## config.mk

```make
export PLATFORM = sky130hd
export DESIGN_NAME = dcache_top
export DESIGN_NICKNAME = d
export VERILOG_FILES = /design/src/rtl/dcache_pkg.sv /design/src/rtl/dcache_way_array.sv /design/src/rtl/dcache_lookup.sv /design/src/rtl/dcache_ctrl.sv /design/src/rtl/dcache_top.sv
export VERILOG_INCLUDE_DIRS = /design/src /design/src/rtl
export SDC_FILE = /design/constraint.sdc
export NUM_CORES = 2
export LEC_CHECK = 0
export ABC_CLOCK_PERIOD_IN_PS = 18100
export BUFFER_PORTS_ARGS = -buffer_cell sky130_fd_sc_hd__buf_2
export CAP_MARGIN = 10
export CORE_AREA = 2 2 466 468
export DETAILED_ROUTE_END_ITERATION = 10
export DIE_AREA = 0 0 468 470
export PLACE_DENSITY = 0.51
export RECOVER_POWER = 50
export SETUP_SLACK_MARGIN = 0.3
export SYNTH_ARGS = -nofsm -noshare
export SYNTH_HDL_FRONTEND = slang
export SYNTH_SLANG_ARGS = --single-unit
```

## constraint.sdc

```tcl
create_clock -name clk -period 18.1 [get_ports clk]
set_input_delay 1.81 -clock clk [delete_from_list [all_inputs] [get_ports clk]]
set_output_delay 1.81 -clock clk [all_outputs]
set_load 0.02 [all_outputs]
```

## src/rtl/dcache_params.svh

```systemverilog
// data cache geometry and field widths
`ifndef DCACHE_PARAMS_SVH
`define DCACHE_PARAMS_SVH

// ------------------------------
// address and data widths
// ------------------------------
`define DC_ADDR_W   30  // word address
`define DC_WORD_W   32
`define DC_LINE_W   128 // four words per line

// ------------------------------
// geometry
// ------------------------------
`define DC_TAG_W    26
`define DC_INDEX_W  2
`define DC_OFFSET_W 2   // word within line
`define DC_SETS     4
`define DC_WAYS     2

`endif

```

## src/rtl/dcache_pkg.sv

```systemverilog
// data cache shared types and controller state encoding
`default_nettype none

`include "dcache_params.svh"

package dcache_pkg;

	// ------------------------------
	// data and address fields
	// ------------------------------
	typedef logic [`DC_WORD_W-1:0] word_t;
	typedef logic [`DC_LINE_W-1:0] line_t;
	typedef logic [`DC_TAG_W-1:0] tag_t;
	typedef logic [`DC_INDEX_W-1:0] index_t;
	typedef logic [`DC_TAG_W+`DC_INDEX_W-1:0] line_addr_t; // tag then index

	// one entry of a tag array
	typedef struct packed {
		logic valid;
		logic dirty;
		tag_t tag;
	} tag_entry_t;

	// miss handling states
	typedef enum logic [1:0] {
		st_compare    = 2'b00,
		st_write_back = 2'b01,
		st_allocate   = 2'b10
	} dc_state_t;

endpackage

`default_nettype wire

```

## src/rtl/dcache_way_array.sv

```systemverilog
// storage for one way of the cache, one entry per set, read combinationally
`timescale 1ns/1ns
`default_nettype none

`include "dcache_params.svh"

module dcache_way_array #(
	parameter type entry_t = dcache_pkg::line_t
) (
	input wire clk,
	input wire proc_reset,

	// read side, addressed set
	input wire dcache_pkg::index_t rd_index,
	output entry_t rd_entry,

	// write side, from the controller
	input wire wr_en,
	input wire dcache_pkg::index_t wr_index,
	input wire entry_t wr_entry
);

	entry_t entries [`DC_SETS]; // one entry per set

	// ------------------------------
	// write port
	// ------------------------------
	always_ff @(posedge clk) begin
		if (proc_reset) begin
			for (int i = 0; i < `DC_SETS; i++) begin
				entries[i] <= '0; // valid bits drop with the rest
			end
		end else if (wr_en) begin
			entries[wr_index] <= wr_entry;
		end
	end

	// read is same-cycle
	assign rd_entry = entries[rd_index];

endmodule

`default_nettype wire

```

## src/rtl/dcache_lookup.sv

```systemverilog
// tag compare, hit word select, write merge and victim extraction for one set
`timescale 1ns/1ns
`default_nettype none

`include "dcache_params.svh"

module dcache_lookup (
	input wire logic [`DC_ADDR_W-1:0] proc_addr,
	input wire dcache_pkg::word_t proc_wdata,

	// addressed set, both ways
	input wire dcache_pkg::tag_entry_t tag0,
	input wire dcache_pkg::tag_entry_t tag1,
	input wire dcache_pkg::line_t line0,
	input wire dcache_pkg::line_t line1,
	input wire victim_way,

	output logic hit0,
	output logic hit1,
	output dcache_pkg::word_t rdata,
	output dcache_pkg::line_t merged_line,
	output logic victim_dirty,
	output dcache_pkg::line_addr_t victim_addr,
	output dcache_pkg::line_t victim_line
);

	dcache_pkg::tag_t addr_tag;
	dcache_pkg::index_t addr_index;
	logic [`DC_OFFSET_W-1:0] addr_offset;
	dcache_pkg::line_t hit_line;
	dcache_pkg::tag_entry_t victim_entry;

	// ------------------------------
	// address split
	// ------------------------------
	assign addr_tag    = proc_addr[`DC_ADDR_W-1 -: `DC_TAG_W];
	assign addr_index  = proc_addr[`DC_OFFSET_W +: `DC_INDEX_W];
	assign addr_offset = proc_addr[`DC_OFFSET_W-1:0];

	// hit per way, only on valid entries
	assign hit0 = tag0.valid && (tag0.tag == addr_tag);
	assign hit1 = tag1.valid && (tag1.tag == addr_tag);

	assign hit_line = hit1 ? line1 : line0;
	assign rdata    = hit_line[addr_offset*`DC_WORD_W +: `DC_WORD_W];

	// store data lands at the word offset, rest of line kept
	always_comb begin
		merged_line = hit_line;
		merged_line[addr_offset*`DC_WORD_W +: `DC_WORD_W] = proc_wdata;
	end

	// ------------------------------
	// victim side
	// ------------------------------
	assign victim_entry = victim_way ? tag1 : tag0;
	assign victim_dirty = victim_entry.valid && victim_entry.dirty;
	assign victim_addr  = {victim_entry.tag, addr_index}; // line lives at its own tag
	assign victim_line  = victim_way ? line1 : line0;

endmodule

`default_nettype wire

```

## src/rtl/dcache_ctrl.sv

```systemverilog
// miss handling FSM with fill-order replacement, array writes and memory port
`timescale 1ns/1ns
`default_nettype none

`include "dcache_params.svh"

module dcache_ctrl (
	input wire clk,
	input wire proc_reset,

	// processor request
	input wire proc_read,
	input wire proc_write,
	input wire logic [`DC_ADDR_W-1:0] proc_addr,
	output logic proc_stall,

	// from the lookup
	input wire hit0,
	input wire hit1,
	input wire victim_dirty,
	input wire dcache_pkg::line_addr_t victim_addr,
	input wire dcache_pkg::line_t victim_line,
	input wire dcache_pkg::line_t merged_line,
	input wire dcache_pkg::tag_entry_t tag0,
	input wire dcache_pkg::tag_entry_t tag1,
	output logic victim_way,

	// way array writes
	output logic [`DC_WAYS-1:0] tag_wr_en,
	output logic [`DC_WAYS-1:0] data_wr_en,
	output dcache_pkg::tag_entry_t wr_tag_entry,
	output dcache_pkg::line_t wr_line,

	// memory port
	output logic mem_read,
	output logic mem_write,
	output dcache_pkg::line_addr_t mem_addr,
	output dcache_pkg::line_t mem_wdata,
	input wire dcache_pkg::line_t mem_rdata,
	input wire mem_ready
);

	dcache_pkg::dc_state_t state;
	dcache_pkg::dc_state_t state_nxt;
	logic [`DC_SETS-1:0] mrf; // way most recently filled, per set
	dcache_pkg::tag_t addr_tag;
	dcache_pkg::index_t addr_index;
	dcache_pkg::tag_entry_t victim_entry;
	logic miss;

	assign addr_tag   = proc_addr[`DC_ADDR_W-1 -: `DC_TAG_W];
	assign addr_index = proc_addr[`DC_OFFSET_W +: `DC_INDEX_W];

	// victim is the way not filled last
	assign victim_way   = ~mrf[addr_index];
	assign victim_entry = victim_way ? tag1 : tag0;

	assign miss = (proc_read || proc_write) && !hit0 && !hit1;

	// ------------------------------
	// next state and outputs
	// ------------------------------
	always_comb begin
		state_nxt    = state;
		proc_stall   = 1'b0;
		tag_wr_en    = '0;
		data_wr_en   = '0;
		wr_tag_entry = '{valid: 1'b1, dirty: 1'b1, tag: addr_tag};
		wr_line      = merged_line;
		mem_read     = 1'b0;
		mem_write    = 1'b0;
		mem_addr     = {addr_tag, addr_index}; // fill address
		mem_wdata    = victim_line;

		case (state)
			dcache_pkg::st_compare: begin
				proc_stall = miss;
				if (miss) begin
					state_nxt = victim_dirty ? dcache_pkg::st_write_back
						: dcache_pkg::st_allocate;
				end else if (proc_write) begin
					// write hit, merge word and mark dirty
					tag_wr_en[hit1]  = 1'b1;
					data_wr_en[hit1] = 1'b1;
				end
			end

			dcache_pkg::st_write_back: begin
				proc_stall = 1'b1;
				mem_write  = 1'b1;
				mem_addr   = victim_addr;
				if (mem_ready) begin
					// line is clean in memory now
					wr_tag_entry           = victim_entry;
					wr_tag_entry.dirty     = 1'b0;
					tag_wr_en[victim_way]  = 1'b1;
					state_nxt              = dcache_pkg::st_allocate;
				end
			end

			dcache_pkg::st_allocate: begin
				proc_stall = 1'b1;
				mem_read   = 1'b1;
				wr_line    = mem_rdata;
				if (mem_ready) begin
					wr_tag_entry           = '{valid: 1'b1, dirty: 1'b0, tag: addr_tag};
					tag_wr_en[victim_way]  = 1'b1;
					data_wr_en[victim_way] = 1'b1;
					state_nxt              = dcache_pkg::st_compare; // request hits next
				end
			end

			default: state_nxt = dcache_pkg::st_compare;
		endcase
	end

	// ------------------------------
	// state and replacement bits
	// ------------------------------
	always_ff @(posedge clk) begin
		if (proc_reset) begin
			state <= dcache_pkg::st_compare;
			mrf   <= '0;
		end else begin
			state <= state_nxt;
			// only fills move the replacement bit, hits leave it
			if (state == dcache_pkg::st_allocate && mem_ready) begin
				mrf[addr_index] <= victim_way;
			end
		end
	end

endmodule

`default_nettype wire

```

## src/rtl/dcache_top.sv

```systemverilog
// two-way write-back data cache, processor word port and memory line port
`timescale 1ns/1ns
`default_nettype none

`include "dcache_params.svh"

module dcache_top (
	input wire clk,
	input wire proc_reset,

	// processor port
	input wire proc_read,
	input wire proc_write,
	input wire logic [`DC_ADDR_W-1:0] proc_addr,
	input wire dcache_pkg::word_t proc_wdata,
	output dcache_pkg::word_t proc_rdata,
	output logic proc_stall,

	// memory port
	output logic mem_read,
	output logic mem_write,
	output dcache_pkg::line_addr_t mem_addr,
	output dcache_pkg::line_t mem_wdata,
	input wire dcache_pkg::line_t mem_rdata,
	input wire mem_ready
);

	// addressed set as read from the arrays
	dcache_pkg::tag_entry_t tag0;
	dcache_pkg::tag_entry_t tag1;
	dcache_pkg::line_t line0;
	dcache_pkg::line_t line1;

	// lookup results
	logic hit0;
	logic hit1;
	logic victim_way;
	logic victim_dirty;
	dcache_pkg::line_addr_t victim_addr;
	dcache_pkg::line_t victim_line;
	dcache_pkg::line_t merged_line;

	// array write controls
	logic [`DC_WAYS-1:0] tag_wr_en;
	logic [`DC_WAYS-1:0] data_wr_en;
	dcache_pkg::tag_entry_t wr_tag_entry;
	dcache_pkg::line_t wr_line;

	// ------------------------------
	// way arrays
	// ------------------------------
	dcache_way_array #(.entry_t(dcache_pkg::tag_entry_t)) i_tag_way0 (
		.clk      (clk),
		.proc_reset (proc_reset),
		.rd_index (proc_addr[`DC_OFFSET_W +: `DC_INDEX_W]),
		.rd_entry (tag0),
		.wr_en    (tag_wr_en[0]),
		.wr_index (proc_addr[`DC_OFFSET_W +: `DC_INDEX_W]),
		.wr_entry (wr_tag_entry)
	);

	dcache_way_array #(.entry_t(dcache_pkg::tag_entry_t)) i_tag_way1 (
		.clk      (clk),
		.proc_reset (proc_reset),
		.rd_index (proc_addr[`DC_OFFSET_W +: `DC_INDEX_W]),
		.rd_entry (tag1),
		.wr_en    (tag_wr_en[1]),
		.wr_index (proc_addr[`DC_OFFSET_W +: `DC_INDEX_W]),
		.wr_entry (wr_tag_entry)
	);

	dcache_way_array #(.entry_t(dcache_pkg::line_t)) i_data_way0 (
		.clk      (clk),
		.proc_reset (proc_reset),
		.rd_index (proc_addr[`DC_OFFSET_W +: `DC_INDEX_W]),
		.rd_entry (line0),
		.wr_en    (data_wr_en[0]),
		.wr_index (proc_addr[`DC_OFFSET_W +: `DC_INDEX_W]),
		.wr_entry (wr_line)
	);

	dcache_way_array #(.entry_t(dcache_pkg::line_t)) i_data_way1 (
		.clk      (clk),
		.proc_reset (proc_reset),
		.rd_index (proc_addr[`DC_OFFSET_W +: `DC_INDEX_W]),
		.rd_entry (line1),
		.wr_en    (data_wr_en[1]),
		.wr_index (proc_addr[`DC_OFFSET_W +: `DC_INDEX_W]),
		.wr_entry (wr_line)
	);

	// ------------------------------
	// lookup and control
	// ------------------------------
	dcache_lookup i_lookup (
		.proc_addr    (proc_addr),
		.proc_wdata   (proc_wdata),
		.tag0         (tag0),
		.tag1         (tag1),
		.line0        (line0),
		.line1        (line1),
		.victim_way   (victim_way),
		.hit0         (hit0),
		.hit1         (hit1),
		.rdata        (proc_rdata),
		.merged_line  (merged_line),
		.victim_dirty (victim_dirty),
		.victim_addr  (victim_addr),
		.victim_line  (victim_line)
	);

	dcache_ctrl i_ctrl (
		.clk          (clk),
		.proc_reset   (proc_reset),
		.proc_read    (proc_read),
		.proc_write   (proc_write),
		.proc_addr    (proc_addr),
		.proc_stall   (proc_stall),
		.hit0         (hit0),
		.hit1         (hit1),
		.victim_dirty (victim_dirty),
		.victim_addr  (victim_addr),
		.victim_line  (victim_line),
		.merged_line  (merged_line),
		.tag0         (tag0),
		.tag1         (tag1),
		.victim_way   (victim_way),
		.tag_wr_en    (tag_wr_en),
		.data_wr_en   (data_wr_en),
		.wr_tag_entry (wr_tag_entry),
		.wr_line      (wr_line),
		.mem_read     (mem_read),
		.mem_write    (mem_write),
		.mem_addr     (mem_addr),
		.mem_wdata    (mem_wdata),
		.mem_rdata    (mem_rdata),
		.mem_ready    (mem_ready)
	);

endmodule

`default_nettype wire

```

---- Yosys cells after proc, flatten, opt, wreduce, memory -nomap -nowiden ----
Memories as Yosys holds them, arrays and structs flattened.
Cells that the tools add are included.
operators by class
  add/sub/neg operators ................... 1
  $lt $le $gt $ge ......................... 6
  equality and inequality tests ........... 7
  shifts and indexed selects .............. 3
  mux-type cells .......................... 57
  bitwise logic cells ..................... 1
  reductions and logical operators ........ 19
operator list
  cell                                                                        count
  128-bit two-way mux                                                         5
  128-bit OR reduction                                                        2
  28-bit two-way mux                                                          5
  128-bit bitwise mux                                                         1
  32-bit by 34-bit variable shift with 128-bit output (first input constant)  1
  128-bit by 8-bit indexed part select with 32-bit output                     1
  32-bit by 34-bit indexed part select with 128-bit output                    1
  28-bit case mux with 2 select lines                                         1
  28-bit OR reduction                                                         2
  26-bit equality test                                                        2
  7-bit negator with 34-bit output                                            1
  27-bit two-way mux                                                          1
  1-bit two-way mux                                                           24
  2-bit two-way mux                                                           11
  1-bit logical AND                                                           9
  2-bit case mux with 2 select lines                                          2
  2-bit case mux with 3 select lines                                          1
  4-bit bitwise mux                                                           1
  1-bit by 2-bit < comparator with 1-bit output (second input constant)       2
  2-bit inequality test (second input constant)                               2
  2-bit by 3-bit < comparator with 1-bit output (second input constant)       1
  3-bit AND reduction                                                         1
  1-bit binary-select mux with 2-bit select                                   1
  1-bit demux with 1-bit select                                               2
  12 further kinds                                                            14
storage, ports and cells
  bits in registers ....................... 6
  memory bits (writable) .................. 1248
  input port bits ......................... 195
  output and inout bits ................... 191
  word-level logic and storage cells ...... 100
  memories kept ........................... 4
memory list
  memory               depth  width  rd ports  clocked after Yosys merged registers in  write ports  line                    source
  i_data_way0.entries  4      128    1         0                                        4            dcache_way_array.sv:23  entry_t entries [`DC_SETS];
  i_data_way1.entries  4      128    1         0                                        4            dcache_way_array.sv:23
  i_tag_way0.entries   4      28     1         0                                        4            dcache_way_array.sv:23
  i_tag_way1.entries   4      28     1         0                                        4            dcache_way_array.sv:23

---- Logic depth before layout (Yosys ltp) ----
An unclocked memory read counts as a cell.
  depth after elaboration ................. 15
  gate-level depth with buffers ........... 14
  depth with buffers taken out ............ 8

---- Modules after synthesis ----
Synthesis repeated with hierarchy kept, for this count alone.
second synthesis, totals
  cells, all modules ...................... 4758
  area, all modules ....................... 66493.8 µm²
modules (own cells, without submodules)
  module                               times used  cells an instance  area each (µm²)  seq. area each (µm²)
  dcache_way_array at i_data_way0 ...  2           1246               21981.1          15374.7
  dcache_lookup                        1           1258               8837.2           0.0
  dcache_way_array at i_tag_way0       1           280                4946.0           3363.2
  dcache_way_array at i_tag_way1       1           279                4943.5           3363.2
  dcache_ctrl                          1           449                3804.9           120.1

---- Worst setup path after synthesis ----
Ideal clock, no wire load.
  kind .................................... input to register
  from .................................... in proc_addr[2]
  to ...................................... mem i_data_way0.entries[1][0] (netlist name), enable pin
  library setup time ...................... 0.793 ns
  arrival time ............................ 12.914 ns
  data required time ...................... 17.307 ns
  setup slack ............................. 4.393 ns
  stages .................................. 12
  cell sequence ........................... buf_4 -> buf_6 -> buf_6 -> buf_6 -> mux2i_1 -> a2bb2oi_1 -> a21oi_1 -> a2111oi_0 -> nand4_1 -> nor4b_4 -> nor2_1 -> o21ai_0
RTL lines
  element      line                    source
  from (decl)  dcache_top.sv:14        input wire logic [`DC_ADDR_W-1:0] proc_addr,
  to (decl)    dcache_way_array.sv:23

==> flow_results.org <==
** Timing
- The worst path in the final design needs a cycle of 13.37 ns, including I/O delays and setup.
- After routing, the total negative slack on setup checks comes to 0 ns.
- Minimum setup slack in the final design :: 4.73 ns
- Between clock sinks in the finished design, the worst skew comes to 0.104 ns.
- Fin crit share :: 0.739
- Worst-case hold slack :: 0.491 ns
- The worst pin sits at a relative slew slack of -3.71.
- Setup violations remaining at the end of the flow were counted as 0.
- Setup repair after global routing left no endpoint under its margin.
- At the pin with the least slew margin, the transition time is 7.06 ns.
- Number of max-slew violations in the final report :: 1715
- Max Clk Rate :: 74.8 MHz
- The final hold violation count was 0.

** Critical path
- The critical path is of the in -> reg type.
- Counting stages on the worst path, the most repeated cell is sky130_fd_sc_hd__clkbuf_1.
- Required time at the worst-slack endpoint :: 18.38 ns
- Category of the worst setup path launch point :: input pin
- Maximum fanout along the worst path :: 114
- STA puts the critical path data arrival time at 13.66 ns.
- Setup crit end kind :: flop
- Worst path max stage delay :: 3.42 ns
- The slowest stage of the critical path belongs to the cell sky130_fd_sc_hd__clkbuf_2.
- The critical path goes through clkbuf_1 -> clkinv_1 -> clkbuf_1 -> nand3b_1 -> o2111ai_1 -> nor4_1 -> and4_1 -> nor2_1 -> o21ai_0 -> clkbuf_2.

** Clock network
- Number of gates given a new drive strength after cts :: 0
- Clock tree from TritonCTS :: done
- The later pin in the worst-skew pair is clocked with a latency of 0.83 ns.
- The tree is rooted in a sky130_fd_sc_hd__clkbuf_16.
- The longest clock path from root to sink contains 3 buffers.
- The number of hold buffers added after CTS was 0.
- Clock transition at the register clock pins on the worst setup and hold paths after CTS :: 0.06 ns
- Number of clock sinks :: 1254
- The H-tree was split into 4 levels.
- Buffers added to address setup during post-CTS repair amount to 0.
- CTS Buf Count :: 144

** Cells and area
- Number of nets in the layout :: 4833
- The layout has 21.5k filler cells.
- Compared with the post-synthesis result, the final layout area differs by 15.5%.
- After routing the design area is 0.0692 mm^2.
- Fraction of final layout cells sized beyond drive strength 1 :: 0.257
- Excluding fillers, the count of instances in the completed layout stands at 7617.

** Outcome
- The run finished, with violations left.
- Failing checks :: capacitance limit, slew limit

** Global routing
- Tot GR Track Use :: 0.217
- The via count of the first global-routing pass was 39.5k.
- Largest net degree at the start of global routing :: 129
- The number of antenna violations at the first check in global routing was 38.
- The first global-routing pass estimated 334000 um of wire.
- Grt total ovfl :: 0

** Placement
- Input and output buffers added on the ports amount to 385.
- Number of cells in the design after placement :: 7335
- Once placement finished, the instance area stood at 0.0650 mm^2.
- Detailed placement ended at an HPWL of 157000 um.
- Post-placement worst setup slack :: 7.85 ns
- RePlAce Congestion :: 0.888

** Drt
- The detailed router finished its first iteration with 5875 violations.
- The count of nets left with antenna violations once routing finished came out at 0.
- Number of remaining DRC errors :: 0
- Via count of the routed design :: 41.4k
- After detailed routing, the number of vias per cell comes to 5.44.
- The pre-antenna-repair detailed-routing pass consisted of 6 iterations.
- The routed design has 245000 um of wire.
- Average wire length per cell after detail routing :: 32.2 um

** Power and ir drop
- Leakage power :: 24.0 nW
- Power spread over the standard cell area amounts to 109 mW/mm^2.
- Largest voltage drop on the vdd net :: 0.0000967 V

** Floorplanning
- The core region is 0.216 mm^2.
- The die covers 0.220 mm^2.
- During I/O placement, the number of pins put on the boundary was 386.
- Vertical extent of the die :: 470 um
- Number of rows in the core area :: 171
- Initial cell density of the core :: 0.278
- Width of the die :: 468 um

** Synthesis
- In this run the mean area of a mapped cell was 13.8 um^2.
- Synth top area cells :: sky130_fd_sc_hd__edfxtp_1 (63%), sky130_fd_sc_hd__mux4_2 (12%), sky130_fd_sc_hd__nor2_1 (7.9%)
- Synthesis warning total :: 0
- Top FF cell, synth :: sky130_fd_sc_hd__edfxtp_1
- Area fraction of the dominant cell type after synthesis :: 0.626
- Post-synthesis cell type count :: 58
- Of the synthesized area, sequential elements account for 0.628.
- The biggest area contributor in the post-synthesis netlist is sky130_fd_sc_hd__edfxtp_1.
- In this run, synthesis inferred 1248 flip-flops with an integrated enable.
- Of all flip-flops after synthesis, the portion carrying an async set or reset was 0.
- Synthesis produced a netlist with a net count of 4558.
- The cell area that synthesis handed to floorplanning was 0.0599 mm^2.
- After technology mapping, the gate count stands at 4354.
- The synthesized design contains 1254 register bits.

** Flow run
- Number of violations of the max-capacitance limit :: 40

** Hold path
- The path class of the tightest hold or removal check is reg -> reg.
## path summary, 6_finish.rpt
| kind | from | end | slack, ns | cells after the start |
|---|---|---|---|---|
| max | proc_addr[3] | i_data_way1.entries[3][69]$_DFFE_PP_ | 4.73 | 10 |
| min | i_ctrl.mrf[1]$_SDFFE_PP0P_ | i_ctrl.mrf[1]$_SDFFE_PP0P_ | 0.49 | 2 |
| max reg2reg | i_ctrl.state[0]$_SDFFE_PP0P_ | i_data_way1.entries[0][17]$_SDFFCE_PN0P_ | 8.64 | 7 |
| min reg2reg | i_ctrl.mrf[1]$_SDFFE_PP0P_ | i_ctrl.mrf[1]$_SDFFE_PP0P_ | 0.49 | 2 |
## layout make-up
type | count | area, um^2 | area share
Antenna cell | 17 | 42.5 | 0.000615
Clock buffer | 191 | 3780 | 0.0546
Clock inverter | 72 | 646 | 0.00933
Inverter | 14 | 52.6 | 0.000759
Multi-Input combinational cell | 2739 | 20900 | 0.302
Sequential cell | 1254 | 37600 | 0.543
Tap cell | 2854 | 3570 | 0.0516
Timing Repair Buffer | 476 | 2630 | 0.0380
## synth_stat cells (all sizes together), types with 19 or more instances
| cell type | count |
|---|---|
| nor2 | 1268 |
| edfxtp | 1248 |
| mux4 | 315 |
| mux2 | 262 |
| clkbuf | 230 |
| a21oi | 176 |
| a22o | 130 |
| buf | 117 |
| nand2 | 104 |
| nor2b | 89 |
| o22ai | 72 |
| mux2i | 63 |
| nor3 | 38 |
| xnor2 | 38 |
| o21ai | 33 |
| nand2b | 24 |
| a221oi | 19 |
## cells by family after synthesis
group,count (synthesis),share of synthesized area
multiplexers,640,0.178
buffers and inverters,361,0.0267
AO/OA/AOI/OAI,470,0.0522
XOR/XNOR,43,0.00629
adder cells (fa/ha/maj),9,0.00188
flip-flops,1254,0.628
AND/OR/NAND/NOR,1577,0.107
## flip-flops by register name, indices dropped and copies added, names as in the netlist
signal / flops
i_ctrl.mrf: 4
i_ctrl.state: 2
i_data_way0.entries: 512
i_data_way1.entries: 512
i_tag_way0.entries: 112
i_tag_way1.entries: 112
## per-layer routing
layer	up-vias	share of wire	GRT usage
li1	16900	-	-
met1	21600	0.40	0.296
met2	2471	0.45	0.332
met3	417	0.10	0.0469
met4	6	0.049	0.0963
met5	-	0.00031	0
## metrics by stage
stage | power (mW) | util
final | 7.56 | 0.321
after CTS | 7.56 | 0.322
after floorplan | 4.20 | -
after global routing | 7.77 | 0.321
after global placement | 4.78 | 0.301
after detailed placement | 4.78 | 0.301
## report_power, final
part / internal (mW) / total, mW / switching, mW / leakage, nW
Combinational: 0.381 / 1.37 / 0.993 / 8.88
Sequential: 3.34 / 3.38 / 0.0373 / 13.0
Clock: 1.54 / 2.80 / 1.26 / 2.13
## worst max-delay path, delay by kind of cell
family / cells / cell delay (ns)
AND/OR/NAND/NOR: 4 / 1.33
buffers and inverters: 4 / 7.74
AO/OA/AOI/OAI: 2 / 2.49
## cell usage in the layout (no fill, tap or decap), drive strengths merged, types with 3 or more instances in the layout
cell,count
nand2,104
edfxtp,1248
or3,7
nor2,1268
nor3,38
clkinv,62
buf,447
xor2,5
xnor2,38
and2,4
a21oi,176
o2111ai,5
a221oi,19
inv,19
a21o,4
a22o,130
and3,3
dfxtp,6
mux2i,63
bufinv,4
o31ai,5
nor4,9
mux4,315
nand2b,24
o211ai,3
mux2,262
nand3,11
clkbuf,220
o21ai,33
diode,17
a211oi,9
o22ai,72
nor2b,89
nand4,8
ha,9
No activity file was read; power rests on OpenSTA's default activity.
